**config.mk**
```make
export PLATFORM = sky130hd
export DESIGN_NAME = jenc
export DESIGN_NICKNAME = d
export VERILOG_FILES = /design/src/jenc_pkg.sv /design/src/quant.sv /design/src/entropy.sv /design/src/bitpacker.sv /design/src/bytepacker.sv /design/src/jenc.sv
export VERILOG_INCLUDE_DIRS = /design/src
export SDC_FILE = /design/constraint.sdc
export NUM_CORES = 1
export LEC_CHECK = 0
export BUFFER_PORTS_ARGS = -buffer_cell sky130_fd_sc_hd__buf_2
export CORE_MARGIN = 3
export CORE_UTILIZATION = 51
export CTS_CLUSTER_DIAMETER = 50
export DETAILED_ROUTE_END_ITERATION = 10
export GPL_TIMING_DRIVEN = 0
export PLACE_DENSITY = 0.68
export SETUP_SLACK_MARGIN = 0.4
export SYNTH_ARGS = -nofsm -noshare
export SYNTH_HDL_FRONTEND = slang
export SYNTH_SLANG_ARGS = --single-unit
```
**constraint.sdc**
```tcl
create_clock -name clk -period 5.35 [get_ports clk]
set_clock_uncertainty 0.05 [all_clocks]
set_input_delay 1.07 -clock clk [delete_from_list [all_inputs] [get_ports clk]]
set_output_delay 1.07 -clock clk [all_outputs]
set_load 0.03 [all_outputs]
```
**src/jenc_config.svh**
```systemverilog
`ifndef JENC_CONFIG_SVH
`define JENC_CONFIG_SVH

// ####################
// coefficient path
// ####################

// signed DCT coefficient as it enters the quantizer.
`define JENC_CW 12

// coefficients per 8x8 block, in zigzag order.
`define JENC_BLOCK 64

// ####################
// control and status
// ####################

// compression factor, added to the per-position shift.
`define JENC_QF_BITS 3

// byte count of one frame, wide enough for a full sensor image.
`define JENC_SIZE_BITS 20

`endif

```
**src/jenc_pkg.sv**
```systemverilog
`default_nettype none

`include "jenc_config.svh"

package jenc_pkg;

    // one quantized or raw coefficient.
    typedef logic signed [`JENC_CW-1:0] coeff_t;

    // code word at the LSB, symbol first and amplitude bits after it.
    typedef logic [19:0] code_t;

    // number of valid bits in a code word.
    typedef logic [4:0] code_len_t;

    // position inside a block.
    typedef logic [$clog2(`JENC_BLOCK)-1:0] zz_idx_t;

    typedef logic [7:0] byte_t;
    typedef logic [31:0] word_t;

    // valid bytes in an output word, 1 to 4.
    typedef logic [2:0] byte_cnt_t;

    typedef enum logic [1:0] {
        ent_dc,   // next coefficient is the DC of a block.
        ent_ac,
        ent_zrl,  // flushing groups of 16 zeros.
        ent_eob
    } ent_state_t;

endpackage

`default_nettype wire

```
**src/quant.sv**
```systemverilog
`timescale 1ns/1ns
`default_nettype none

`include "jenc_config.svh"

module quant (
    input  logic                     clk,
    input  logic                     rst_n,
    input  logic [`JENC_QF_BITS-1:0] compression_factor,
    input  jenc_pkg::coeff_t         di,
    input  logic                     di_valid,
    input  logic                     di_tlast,
    output logic                     di_hold,
    output jenc_pkg::coeff_t         q,
    output logic                     q_valid,
    output logic                     q_tlast,
    input  logic                     q_hold
);
    import jenc_pkg::*;

    zz_idx_t             zz;
    logic [1:0]          base_shift;
    logic [3:0]          shift;
    logic                neg;
    logic [`JENC_CW-1:0] mag;
    logic [`JENC_CW-1:0] mag_q;
    coeff_t              q_next;
    logic                take;

    assign di_hold = q_valid & q_hold;  // full only while the result is stuck.
    assign take    = di_valid & ~di_hold;

    // ####################
    // shift per zigzag position
    // ####################

    // coarser steps for the higher frequencies.
    always_comb begin
        if (zz == '0) begin
            base_shift = 2'd0;
        end else if (zz < zz_idx_t'(16)) begin
            base_shift = 2'd1;
        end else if (zz < zz_idx_t'(40)) begin
            base_shift = 2'd2;
        end else begin
            base_shift = 2'd3;
        end
    end

    assign shift = {2'b00, base_shift} + {1'b0, compression_factor};

    // shifting the magnitude rounds toward zero for both signs.
    assign neg    = di[`JENC_CW-1];
    assign mag    = neg ? -di : di;
    assign mag_q  = mag >> shift;
    assign q_next = neg ? -coeff_t'(mag_q) : coeff_t'(mag_q);

    always_ff @(posedge clk) begin
        if (!rst_n) begin
            q_valid <= 1'b0;
            zz      <= '0;
        end else begin
            if (take) begin
                q_valid <= 1'b1;
                zz      <= zz + zz_idx_t'(1);  // wraps at the block size.
            end else if (!q_hold) begin
                q_valid <= 1'b0;
            end
        end
    end

    always_ff @(posedge clk) begin
        if (take) begin
            q       <= q_next;
            q_tlast <= di_tlast;
        end
    end

endmodule

`default_nettype wire

```
**src/entropy.sv**
```systemverilog
`timescale 1ns/1ns
`default_nettype none

`include "jenc_config.svh"

module entropy (
    input  logic                clk,
    input  logic                rst_n,
    input  jenc_pkg::coeff_t    q,
    input  logic                q_valid,
    input  logic                q_tlast,
    output logic                q_hold,
    output jenc_pkg::code_t     code,
    output jenc_pkg::code_len_t code_len,
    output logic                code_valid,
    output logic                code_tlast,
    input  logic                code_hold
);
    import jenc_pkg::*;

    localparam byte_t sym_zrl = 8'hf0;
    localparam byte_t sym_eob = 8'h00;

    ent_state_t               state;
    zz_idx_t                  idx;
    logic [5:0]               run;        // zeros since the last coded AC.
    coeff_t                   pred;
    logic                     eob_tlast;
    logic signed [`JENC_CW:0] dc_diff;
    logic signed [`JENC_CW:0] val;
    logic [3:0]               val_size;
    byte_t                    sym;
    logic                     out_free;
    logic                     take;
    logic                     emit_val;
    logic                     last;
    logic                     is_zero;

    // number of bits in the magnitude.
    function automatic logic [3:0] bit_size(input logic signed [`JENC_CW:0] v);
        logic [`JENC_CW:0] m;
        logic [3:0]        n;
        m = v[`JENC_CW] ? -v : v;
        n = 4'd0;
        for (int i = 0; i <= `JENC_CW; i++) begin
            if (m[i]) n = 4'(i + 1);
        end
        return n;
    endfunction

    // negative values are sent as value minus one, cut to sz bits.
    function automatic code_t amp_code(input byte_t s, input logic signed [`JENC_CW:0] v,
                                       input logic [3:0] sz);
        logic [`JENC_CW:0] amp;
        logic [`JENC_CW:0] mask;
        amp  = v[`JENC_CW] ? v - 1'b1 : v;
        mask = ((`JENC_CW+1)'(1) << sz) - 1'b1;
        return (code_t'(s) << sz) | code_t'(amp & mask);
    endfunction

    assign out_free = ~code_valid | ~code_hold;
    assign is_zero  = (q == '0);
    assign last     = (idx == zz_idx_t'(`JENC_BLOCK-1));
    assign dc_diff  = {q[`JENC_CW-1], q} - {pred[`JENC_CW-1], pred};
    assign val      = (state == ent_dc) ? dc_diff : {q[`JENC_CW-1], q};
    assign val_size = bit_size(val);
    assign sym      = (state == ent_dc) ? {4'h0, val_size} : {run[3:0], val_size};

    // ####################
    // input acceptance
    // ####################

    always_comb begin
        case (state)
            ent_dc:  q_hold = ~out_free;
            ent_ac:  q_hold = ~is_zero & ((run >= 6'd16) | ~out_free);  // zeros are free.
            default: q_hold = 1'b1;
        endcase
    end

    assign take     = q_valid & ~q_hold;
    assign emit_val = take & ((state == ent_dc) | ~is_zero);

    always_ff @(posedge clk) begin
        if (!rst_n) begin
            state      <= ent_dc;
            idx        <= '0;
            run        <= '0;
            pred       <= '0;
            code_valid <= 1'b0;
        end else begin
            if (code_valid && !code_hold) code_valid <= 1'b0;
            if (take) idx <= idx + zz_idx_t'(1);
            if (take && q_tlast) begin
                pred <= '0;  // each frame starts its own DC chain.
            end else if (take && state == ent_dc) begin
                pred <= q;
            end
            case (state)
                ent_dc: begin
                    if (take) begin
                        code_valid <= 1'b1;
                        run        <= '0;
                        state      <= ent_ac;
                    end
                end
                ent_ac: begin
                    if (take && is_zero) begin
                        run <= run + 6'd1;
                        if (last) state <= ent_eob;
                    end else if (take) begin
                        code_valid <= 1'b1;
                        run        <= '0;
                        if (last) state <= ent_dc;
                    end else if (q_valid && !is_zero && run >= 6'd16) begin
                        state <= ent_zrl;
                    end
                end
                ent_zrl: begin
                    if (out_free) begin
                        code_valid <= 1'b1;
                        run        <= run - 6'd16;
                        if (run < 6'd32) state <= ent_ac;
                    end
                end
                default: begin
                    if (out_free) begin
                        code_valid <= 1'b1;
                        run        <= '0;
                        state      <= ent_dc;
                    end
                end
            endcase
        end
    end

    always_ff @(posedge clk) begin
        if (take && is_zero) eob_tlast <= q_tlast;
        if (emit_val) begin
            code       <= amp_code(sym, val, val_size);
            code_len   <= code_len_t'(8) + code_len_t'(val_size);
            code_tlast <= q_tlast;
        end else if (state == ent_zrl && out_free) begin
            code       <= code_t'(sym_zrl);
            code_len   <= code_len_t'(8);
            code_tlast <= 1'b0;
        end else if (state == ent_eob && out_free) begin
            code       <= code_t'(sym_eob);
            code_len   <= code_len_t'(8);
            code_tlast <= eob_tlast;
        end
    end

endmodule

`default_nettype wire

```
**src/bitpacker.sv**
```systemverilog
`timescale 1ns/1ns
`default_nettype none

module bitpacker (
    input  logic                clk,
    input  logic                rst_n,
    input  jenc_pkg::code_t     code,
    input  jenc_pkg::code_len_t code_len,
    input  logic                code_valid,
    input  logic                code_tlast,
    output logic                code_hold,
    output jenc_pkg::byte_t     b_data,
    output logic                b_valid,
    output logic                b_tlast,
    input  logic                b_hold
);
    import jenc_pkg::*;

    logic [31:0] acc;         // newest bit at the LSB.
    logic [5:0]  nbits;
    logic        flushing;
    logic        stuff_pend;
    logic        stuff_last;
    logic        out_free;
    logic        full;
    logic        emit;
    logic        take;
    logic        last_now;
    logic [5:0]  bits_left;
    byte_t       top_byte;
    byte_t       pad_byte;
    byte_t       emit_byte;

    assign out_free = ~b_valid | ~b_hold;
    assign full     = (nbits >= 6'd8);

    // a new code only goes in once all whole bytes are out.
    assign code_hold = stuff_pend | flushing | full;
    assign take      = code_valid & ~code_hold;

    // ####################
    // byte selection
    // ####################

    assign top_byte  = byte_t'(acc >> (nbits - 6'd8));
    assign pad_byte  = byte_t'(acc << (6'd8 - nbits)) | (8'hff >> nbits);  // fill with ones.
    assign emit_byte = full ? top_byte : pad_byte;
    assign emit      = out_free & ~stuff_pend & (full | (flushing & (nbits != 6'd0)));
    assign bits_left = full ? nbits - 6'd8 : 6'd0;
    assign last_now  = flushing & (bits_left == 6'd0);

    always_ff @(posedge clk) begin
        if (!rst_n) begin
            nbits      <= '0;
            flushing   <= 1'b0;
            stuff_pend <= 1'b0;
            b_valid    <= 1'b0;
        end else begin
            if (b_valid && !b_hold) b_valid <= 1'b0;
            if (take) begin
                nbits    <= nbits + {1'b0, code_len};
                flushing <= code_tlast;
            end
            if (out_free && stuff_pend) begin
                b_valid    <= 1'b1;
                stuff_pend <= 1'b0;
                if (stuff_last) flushing <= 1'b0;
            end else if (emit) begin
                b_valid <= 1'b1;
                nbits   <= bits_left;
                if (emit_byte == 8'hff) begin
                    stuff_pend <= 1'b1;  // the 0x00 goes out next.
                end else if (last_now) begin
                    flushing <= 1'b0;
                end
            end
        end
    end

    always_ff @(posedge clk) begin
        if (take) acc <= (acc << code_len) | 32'(code);
        if (out_free && stuff_pend) begin
            b_data  <= 8'h00;
            b_tlast <= stuff_last;
        end else if (emit) begin
            b_data     <= emit_byte;
            b_tlast    <= last_now & (emit_byte != 8'hff);
            stuff_last <= last_now;
        end
    end

endmodule

`default_nettype wire

```
**src/bytepacker.sv**
```systemverilog
`timescale 1ns/1ns
`default_nettype none

`include "jenc_config.svh"

module bytepacker (
    input  logic                       clk,
    input  logic                       rst_n,
    input  jenc_pkg::byte_t            b_data,
    input  logic                       b_valid,
    input  logic                       b_tlast,
    output logic                       b_hold,
    output jenc_pkg::word_t            out_data,
    output jenc_pkg::byte_cnt_t        out_bytes,
    output logic                       out_valid,
    output logic                       out_tlast,
    input  logic                       out_hold,
    output logic [`JENC_SIZE_BITS-1:0] size
);
    import jenc_pkg::*;

    logic [23:0]                 held;       // bytes waiting for a full word.
    logic [1:0]                  cnt;
    logic [`JENC_SIZE_BITS-1:0]  frame_cnt;
    word_t                       word;
    logic                        take;
    logic                        word_done;
    logic                        out_take;

    assign b_hold    = out_valid & out_hold;
    assign take      = b_valid & ~b_hold;
    assign word_done = take & ((cnt == 2'd3) | b_tlast);
    assign out_take  = out_valid & ~out_hold;

    // the first byte of a word lands in the top lane.
    always_comb begin
        case (cnt)
            2'd0:    word = {b_data, 24'h0};
            2'd1:    word = {held[23:16], b_data, 16'h0};
            2'd2:    word = {held[23:8], b_data, 8'h0};
            default: word = {held, b_data};
        endcase
    end

    always_ff @(posedge clk) begin
        if (!rst_n) begin
            cnt       <= '0;
            out_valid <= 1'b0;
            frame_cnt <= '0;
            size      <= '0;
        end else begin
            if (out_take) out_valid <= 1'b0;
            if (word_done) begin
                out_valid <= 1'b1;
                cnt       <= '0;
            end else if (take) begin
                cnt <= cnt + 2'd1;
            end
            if (out_take && out_tlast) begin
                size      <= frame_cnt + {{(`JENC_SIZE_BITS-3){1'b0}}, out_bytes};
                frame_cnt <= '0;
            end else if (out_take) begin
                frame_cnt <= frame_cnt + {{(`JENC_SIZE_BITS-3){1'b0}}, out_bytes};
            end
        end
    end

    always_ff @(posedge clk) begin
        if (word_done) begin
            out_data  <= word;
            out_bytes <= byte_cnt_t'(cnt) + byte_cnt_t'(1);
            out_tlast <= b_tlast;
        end else if (take) begin
            case (cnt)
                2'd0:    held[23:16] <= b_data;
                2'd1:    held[15:8]  <= b_data;
                default: held[7:0]   <= b_data;
            endcase
        end
    end

endmodule

`default_nettype wire

```
**src/jenc.sv**
```systemverilog
`timescale 1ns/1ns
`default_nettype none

`include "jenc_config.svh"

module jenc (
    input  logic                       clk,
    input  logic                       rst_n,
    input  logic [`JENC_QF_BITS-1:0]   compression_factor,
    input  jenc_pkg::coeff_t           di,
    input  logic                       di_valid,
    input  logic                       di_tlast,
    output logic                       di_hold,
    output jenc_pkg::word_t            out_data,
    output jenc_pkg::byte_cnt_t        out_bytes,
    output logic                       out_tlast,
    output logic                       out_valid,
    input  logic                       out_hold,
    output logic [`JENC_SIZE_BITS-1:0] size
);
    import jenc_pkg::*;

    // ####################
    // stage links
    // ####################

    coeff_t    q;
    logic      q_valid;
    logic      q_tlast;
    logic      q_hold;

    code_t     code;       // run/size symbol with its amplitude bits.
    code_len_t code_len;
    logic      code_valid;
    logic      code_tlast;
    logic      code_hold;

    byte_t     b_data;     // stuffed byte stream.
    logic      b_valid;
    logic      b_tlast;
    logic      b_hold;

    quant quant (.*);

    entropy entropy (.*);

    bitpacker bitpacker (.*);

    bytepacker bytepacker (.*);

endmodule

`default_nettype wire

```
==> results of run 1 <==
final timing paths:
kind / cells past startpoint / to / start / slack, ns
setup / recovery: 24 / entropy.code[6]$_DFFE_PP_ / quant.q[0]$_DFFE_PP_ / 0.58
hold reg to reg: 2 / bytepacker.size[3]$_SDFFE_PN0P_ / bytepacker.size[3]$_SDFFE_PN0P_ / 0.41
setup reg to reg: 24 / entropy.code[6]$_DFFE_PP_ / quant.q[0]$_DFFE_PP_ / 0.58
hold / removal: 2 / bytepacker.size[3]$_SDFFE_PN0P_ / bytepacker.size[3]$_SDFFE_PN0P_ / 0.41
final cells by class:
| type | count | area [µm²] |
|---|---|---|
| Inverter | 65 | 245 |
| Buffer | 111 | 477 |
| Sequential cell | 228 | 5910 |
| Fill cell | 2637 | 12200 |
| Timing Repair Buffer | 87 | 463 |
| Tap cell | 390 | 488 |
| Clock inverter | 13 | 154 |
| Clock buffer | 38 | 768 |
| Multi-Input combinational cell | 1314 | 9050 |
worst max-delay path, stage by stage, from the launching register on:
cell	delay (ns)
edfxtp_1	0.41
inv_1	0.07
ha_1	0.16
inv_1	0.06
fa_2	0.38
a211oi_4	0.30
buf_4	0.17
nor2_2	0.04
xor2_2	0.18
o41ai_4	0.34
buf_4	0.19
nand3_4	0.13
nor2_4	0.17
mux2i_2	0.10
o32a_1	0.39
buf_6	0.16
o21a_4	0.26
nor2_4	0.17
nand2_2	0.10
ha_4	0.19
inv_1	0.06
nor2_1	0.04
a21oi_1	0.12
o31a_1	0.15
o221ai_2	0.11
state kept, by name, indices dropped and copies added, names as in the netlist, 2 cells and up:
| signal | count |
|---|---|
| entropy.run | 6 |
| bytepacker.frame_cnt | 20 |
| bytepacker.cnt | 2 |
| bitpacker.nbits | 6 |
| bytepacker.held | 24 |
| entropy.idx | 6 |
| quant.zz | 6 |
| entropy.pred | 12 |
| entropy.state | 2 |
| bitpacker.acc | 32 |
| bitpacker.b_data | 8 |
| entropy.code_len | 5 |
| bytepacker.out_bytes | 3 |
| quant.q | 12 |
| bytepacker.out_data | 32 |
| entropy.code | 20 |
| bytepacker.size | 20 |
power by group through the flow:
stage	registers, µW	clock network [µW]	logic, µW
detailed placement	2570	0	3670
floorplan	2560	0	2780
finish	2540	1820	3940
global placement	2560	0	3620
CTS	2540	1850	3750
global route	2570	1940	4290
through the flow:
step	setup slack (ns)	hold slack, ns	utilization, %
floorplan	0.844	0.385	-
global placement	-0.152	0.394	54.9
detailed placement	-0.226	0.397	54.9
CTS	0.426	0.405	58.4
global route	0.384	0.426	58.9
finish	0.577	0.405	58.9
placed cells by master (no fill, tap or decap), types with 20 or more instances in the layout:
cell type    n
xor2_1      44
nand2_1    209
a211oi_1    40
mux2_2      25
o21ai_0    102
nor3_1      39
ha_1        38
xnor2_1     41
clkbuf_16   28
nor2_1     166
nor2b_1     20
mux2i_1     65
nand3_1     42
buf_2       82
a21oi_1    117
dfxtp_1     94
inv_1       59
mux4_2      38
clkbuf_1    86
edfxtp_1   134
and2_1      22
logic make-up after synthesis:
| logic type | Yosys count | synth area share, % |
|---|---|---|
| AO/OA/AOI/OAI | 448 | 19.0 |
| XOR/XNOR | 86 | 4.91 |
| adder cells (fa/ha/maj) | 43 | 3.67 |
| buffers and inverters | 176 | 4.52 |
| flip-flops | 228 | 38.1 |
| multiplexers | 131 | 11.8 |
| AND/OR/NAND/NOR | 606 | 18.0 |
routing by layer:
metal,track usage [%],wire (µm),vias up
li1,-,-,6535
met1,33.0,17900,6438
met2,39.5,18900,468
met3,2.68,2210,64
met4,5.07,798,0
met5,0,0,-
timing repair:
item	CTS	global route
setup buffers	4	7
gates resized for setup	19	27
endpoints found under the setup margin	17	10
pin swaps	5	8
==> impl_metrics.toml, run 1 <==
[drt]
drt_iter0_markers = 1260
num_vias = 13505
ant_nets = 0
avgViaCountPerCell = 6.01
drc = 0
routed_wl_um = 39900
first_pass_iters = 6
routedWlPerCell_um = 17.7

[grt]
overflow = 0
grt_max_degree = 37
antenna_found_initial = 0
grt_pass1_wl_um = 65000
first_global_vias = 12586
grt_usage_pct = 23.5

[floorplanning]
die_x_um = 180
ios = 78
rows = 63
initial_core_util_pct = 52.0
design.core.area_um2 = 29800
fp.dieH_um = 180
die_area_um2 = 32500

[logic_synthesis]
yosysWarnings = 0
ys_ff_latch = 228
synth.distinct_cells = 91
netlist.area_leader.share_pct = 26.0
synth_flop_cell = "edfxtp_1"
netlist.top_cell.by_area = "edfxtp_1"
syn_inst = 1718
syn_area_um2 = 15500
synth_edf_count = 134
synthesis.nets = 1781
synth-seq-area-share_pct = 38.1
synth_area_leaders = "edfxtp_1, dfxtp_1, mux4_2"
synth_commonest_cells = "nand2_1, nor2_1, edfxtp_1"
ys_async_sr_fraction_pct = 0
syn_area_per_cell_um2 = 9.02
synth_most_common_cell = "nand2_1"

[cts]
ctsHoldBuffers = 0
tritoncts = "yes"
cts.sinks = 228
cts.path.max_buffers = 3
clockRootBuffer = "clkbuf_16"
clock_latency_ns = 0.55
cts-htree-levels = 1
clk_pin_slew_ns = 0.06
cts-buffers-inserted = 28

[timing]
worstMarginPinSlew_ns = 1.35
timing.final.crit_share_pct = 89.2
fmax_ghz = 0.210
setup_tns_ns = 0
max_slew_margin_pct = 9.84
rsz0062_at_grt = "false"
hold_viol_final = 0
maxSlewViolCount = 0
period_minus_slack_ns = 4.77
setup_viol = 0

[final_layout]
nets = 1898
stdcell_area_um2 = 17500
fin_cells = 2246
area_delta_synth_final_pct = 13.2
n_antenna_cell = 0
layout-drive-gt1-share_pct = 14.2

[placed_design]
numPortBuffers = 76
hpwl_um = 29600
post-place-cells = 2184
place.gp.congestion = 0.964
placed_area_um2 = 16400

[setup_path]
critPathRequiredTime_ns = 5.58
cp.arrival_ns = 5.01
cp-start-kind = "register"
critical_path_class = "register to register"
crit_path_max_fanout = 8
crit_path_end_kind = "register"

[job]
maxCapViolCount = 0

[power_and_ir_drop]
p_int_uw = 4860
p_clk_share_pct = 21.9
power_uw = 8290
switchingPower_uw = 3420
sw_frac_of_total_pct = 41.3
p_comb_share_pct = 47.5
irDropWorstVdd_v = 0.000315
pwr-share-seq_pct = 30.6
p_leak_uw = 0.00633
powerDensity_nw_per_um2 = 472

[worst_hold_path]
hp-class = "register to register"

[outcome]
outcome = "completed"
Note: power is estimated with default switching activity, not from simulation.
==> inputs of run 2 (changes only) <==
--- a/config.mk
+++ b/config.mk
@@ -11,7 +11,7 @@
 export CORE_UTILIZATION = 51
 export CTS_CLUSTER_DIAMETER = 50
 export DETAILED_ROUTE_END_ITERATION = 10
-export GPL_TIMING_DRIVEN = 0
+export HOLD_SLACK_MARGIN = 0.05
 export PLACE_DENSITY = 0.68
 export SETUP_SLACK_MARGIN = 0.4
 export SYNTH_ARGS = -nofsm -noshare
==> run 2 against run 1 <==
Against the previous run: global-route usage down 1.5 points; largest cell class unchanged; critical path type unchanged; hold slack worse by 0.0046 ns; total power down 0.75%; non-clock buffer count down 84; combinational power down 3%; setup slack better by 0.12 ns.
==> impl_metrics.toml, run 2 (synthesis gave the netlist of run 1 again) <==
[worst_hold_path]
hold_depth = 2
hold_end = "entropy.pred[4]$_SDFFE_PP0P_"
hp-class = "register to register"
hold_path.startpoint = "entropy.pred[4]$_SDFFE_PP0P_"

[final_layout]
nets = 1815
multi_input_area_um2 = 9010
reg_top3 = "bitpacker.acc (32), bytepacker.out_data (32), bytepacker.held (24)"
final_util_pct = 57.9
n_antenna_cell = 0
seqCellArea_um2 = 5910
final_common_cell = "nand2_1"
area_delta_synth_final_pct = 11.4
layout-drive-gt1-share_pct = 15.4
final_cell_mix = "nand2_1, nor2_1, edfxtp_1"
n_fill_cell = 2611

[drt]
top_layer_used = "met4"
routed_wl_um = 36700
first_pass_iters = 5
avgViaCountPerCell = 6.01
dr_wl_met2_um = 17300
ant_nets = 0
drt_iter0_markers = 1124
wl_met1_um = 16400
wl_met3_um = 2000
routedWlPerCell_um = 16.9
num_vias = 13020
drc = 0

[outcome]
outcome = "completed"

[timing]
hold_viol_final = 0
period_minus_slack_ns = 4.66
setup_tns_ns = 0
max_slew_margin_pct = 19.6
worstMarginPinSlew_ns = 1.21
maxSlewViolCount = 0
rsz0062_at_grt = "false"
fmax_ghz = 0.215
setup_viol = 0
timing.final.crit_share_pct = 87.0

[job]
maxCapViolCount = 0

[setup_path]
cp.arrival_ns = 4.92
r2r-start = "quant.q[0]$_DFFE_PP_"
r2r_cells = 17
critical_path_class = "register to register"
crit_path_end_kind = "register"
rrSetupSlack_ns = 0.69
crit_path_max_fanout = 9
r2r-end = "entropy.code[7]$_DFFE_PP_"
critPathRequiredTime_ns = 5.62
cp-startpoint = "quant.q[0]$_DFFE_PP_"
cp-start-kind = "register"

[cts]
cts.sinks = 228
clk_pin_slew_ns = 0.06
cts-buffers-inserted = 29
clock_latency_ns = 0.57
clockRootBuffer = "clkbuf_16"
cts.path.max_buffers = 3
tritoncts = "yes"
ctsHoldBuffers = 0
cts-htree-levels = 1

[floorplanning]
die_x_um = 180
design.core.area_um2 = 29800
ios = 78
initial_core_util_pct = 52.0
fp.dieH_um = 180
rows = 63
die_area_um2 = 32500

[grt]
grt_max_degree = 43
overflow = 0
grt_usage_pct = 22.0
antenna_found_initial = 0
grt_pass1_wl_um = 61500
first_global_vias = 12136

[placed_design]
numPortBuffers = 77
place.gp.congestion = 0.939
hpwl_um = 26600

[power_and_ir_drop]
irDropWorstVdd_v = 0.000353
power_uw = 8220
powerDensity_nw_per_um2 = 476
p_leak_uw = 0.00628
-- run 2: cell count changes in the layout (fill, tap and decap cells not counted), sizes merged --
cell    delta
bufinv     -1
clkbuf    -86
inv        +7
clkinv     -1
-- run 2: cell type report --
cell class / count / area share, %
tap: 390 / 2.83
multi-input combinational: 1314 / 52.2
sequential: 228 / 34.2
clock inverter: 18 / 0.942
timing repair buffer: 114 / 3.84
clock buffer: 36 / 4.53
inverter: 65 / 1.42
-- run 2: layer usage --
| metal | vias to the layer above | track usage, % |
|---|---|---|
| met2 | 419 | 36.8 |
| met3 | 80 | 2.75 |
| met5 | - | 0 |
| met1 | 6131 | 30.2 |
| met4 | 0 | 6.23 |
| li1 | 6390 | - |
-- run 2: stage by stage --
step | area (µm²) | worst slack [ns] | instances | hold slack (ns)
global placement | 16200 | 0.434 | 2105 | 0.392
global route | 17300 | 0.438 | 2165 | 0.431
floorplan | 15500 | 0.844 | 1718 | 0.385
CTS | 17100 | 0.404 | 2160 | 0.405
detailed placement | 16200 | 0.339 | 2105 | 0.397
finish | 17300 | 0.694 | 2165 | 0.401
-- run 2: worst max-delay path by stage --
stage                                 to  cells after the start
2_1_floorplan  entropy.code[6]$_DFFE_PP_                     23
3_3_place_gp   entropy.code[6]$_DFFE_PP_                     21
3_5_place_dp   entropy.code[6]$_DFFE_PP_                     21
4_1_cts        entropy.code[6]$_DFFE_PP_                     21
5_1_grt        entropy.code[6]$_DFFE_PP_                     20
6_report       entropy.code[7]$_DFFE_PP_                     17
-- run 2: worst max-delay path, cell delays in order (launching register included) --
cell      delay [ns]
edfxtp_1        0.38
inv_1           0.08
ha_1            0.16
inv_1           0.05
fa_1            0.43
a211oi_4        0.35
o21ai_1         0.13
a311oi_2        0.31
nor2_1          0.10
o31a_2          0.39
o311a_1         0.40
a211o_1         0.38
o21ai_4         0.12
buf_4           0.19
mux2i_1         0.24
mux2_2          0.23
o21ai_1         0.09
a221o_1         0.35
-- run 2: repair_timing --
action | in CTS | in global routing
gates resized for setup | 0 | 24
buffers inserted | 1 | 5
pin swaps | 2 | 4
setup endpoints to repair | 1 | 13
-- run 2: power by group --
| part | total [µW] | internal [µW] | switching [µW] | leakage, µW |
|---|---|---|---|---|
| registers | 2550 | 2270 | 278 | 0.00202 |
| logic | 3810 | 1500 | 2310 | 0.00380 |
| clock network | 1870 | 1070 | 796 | 0.000470 |
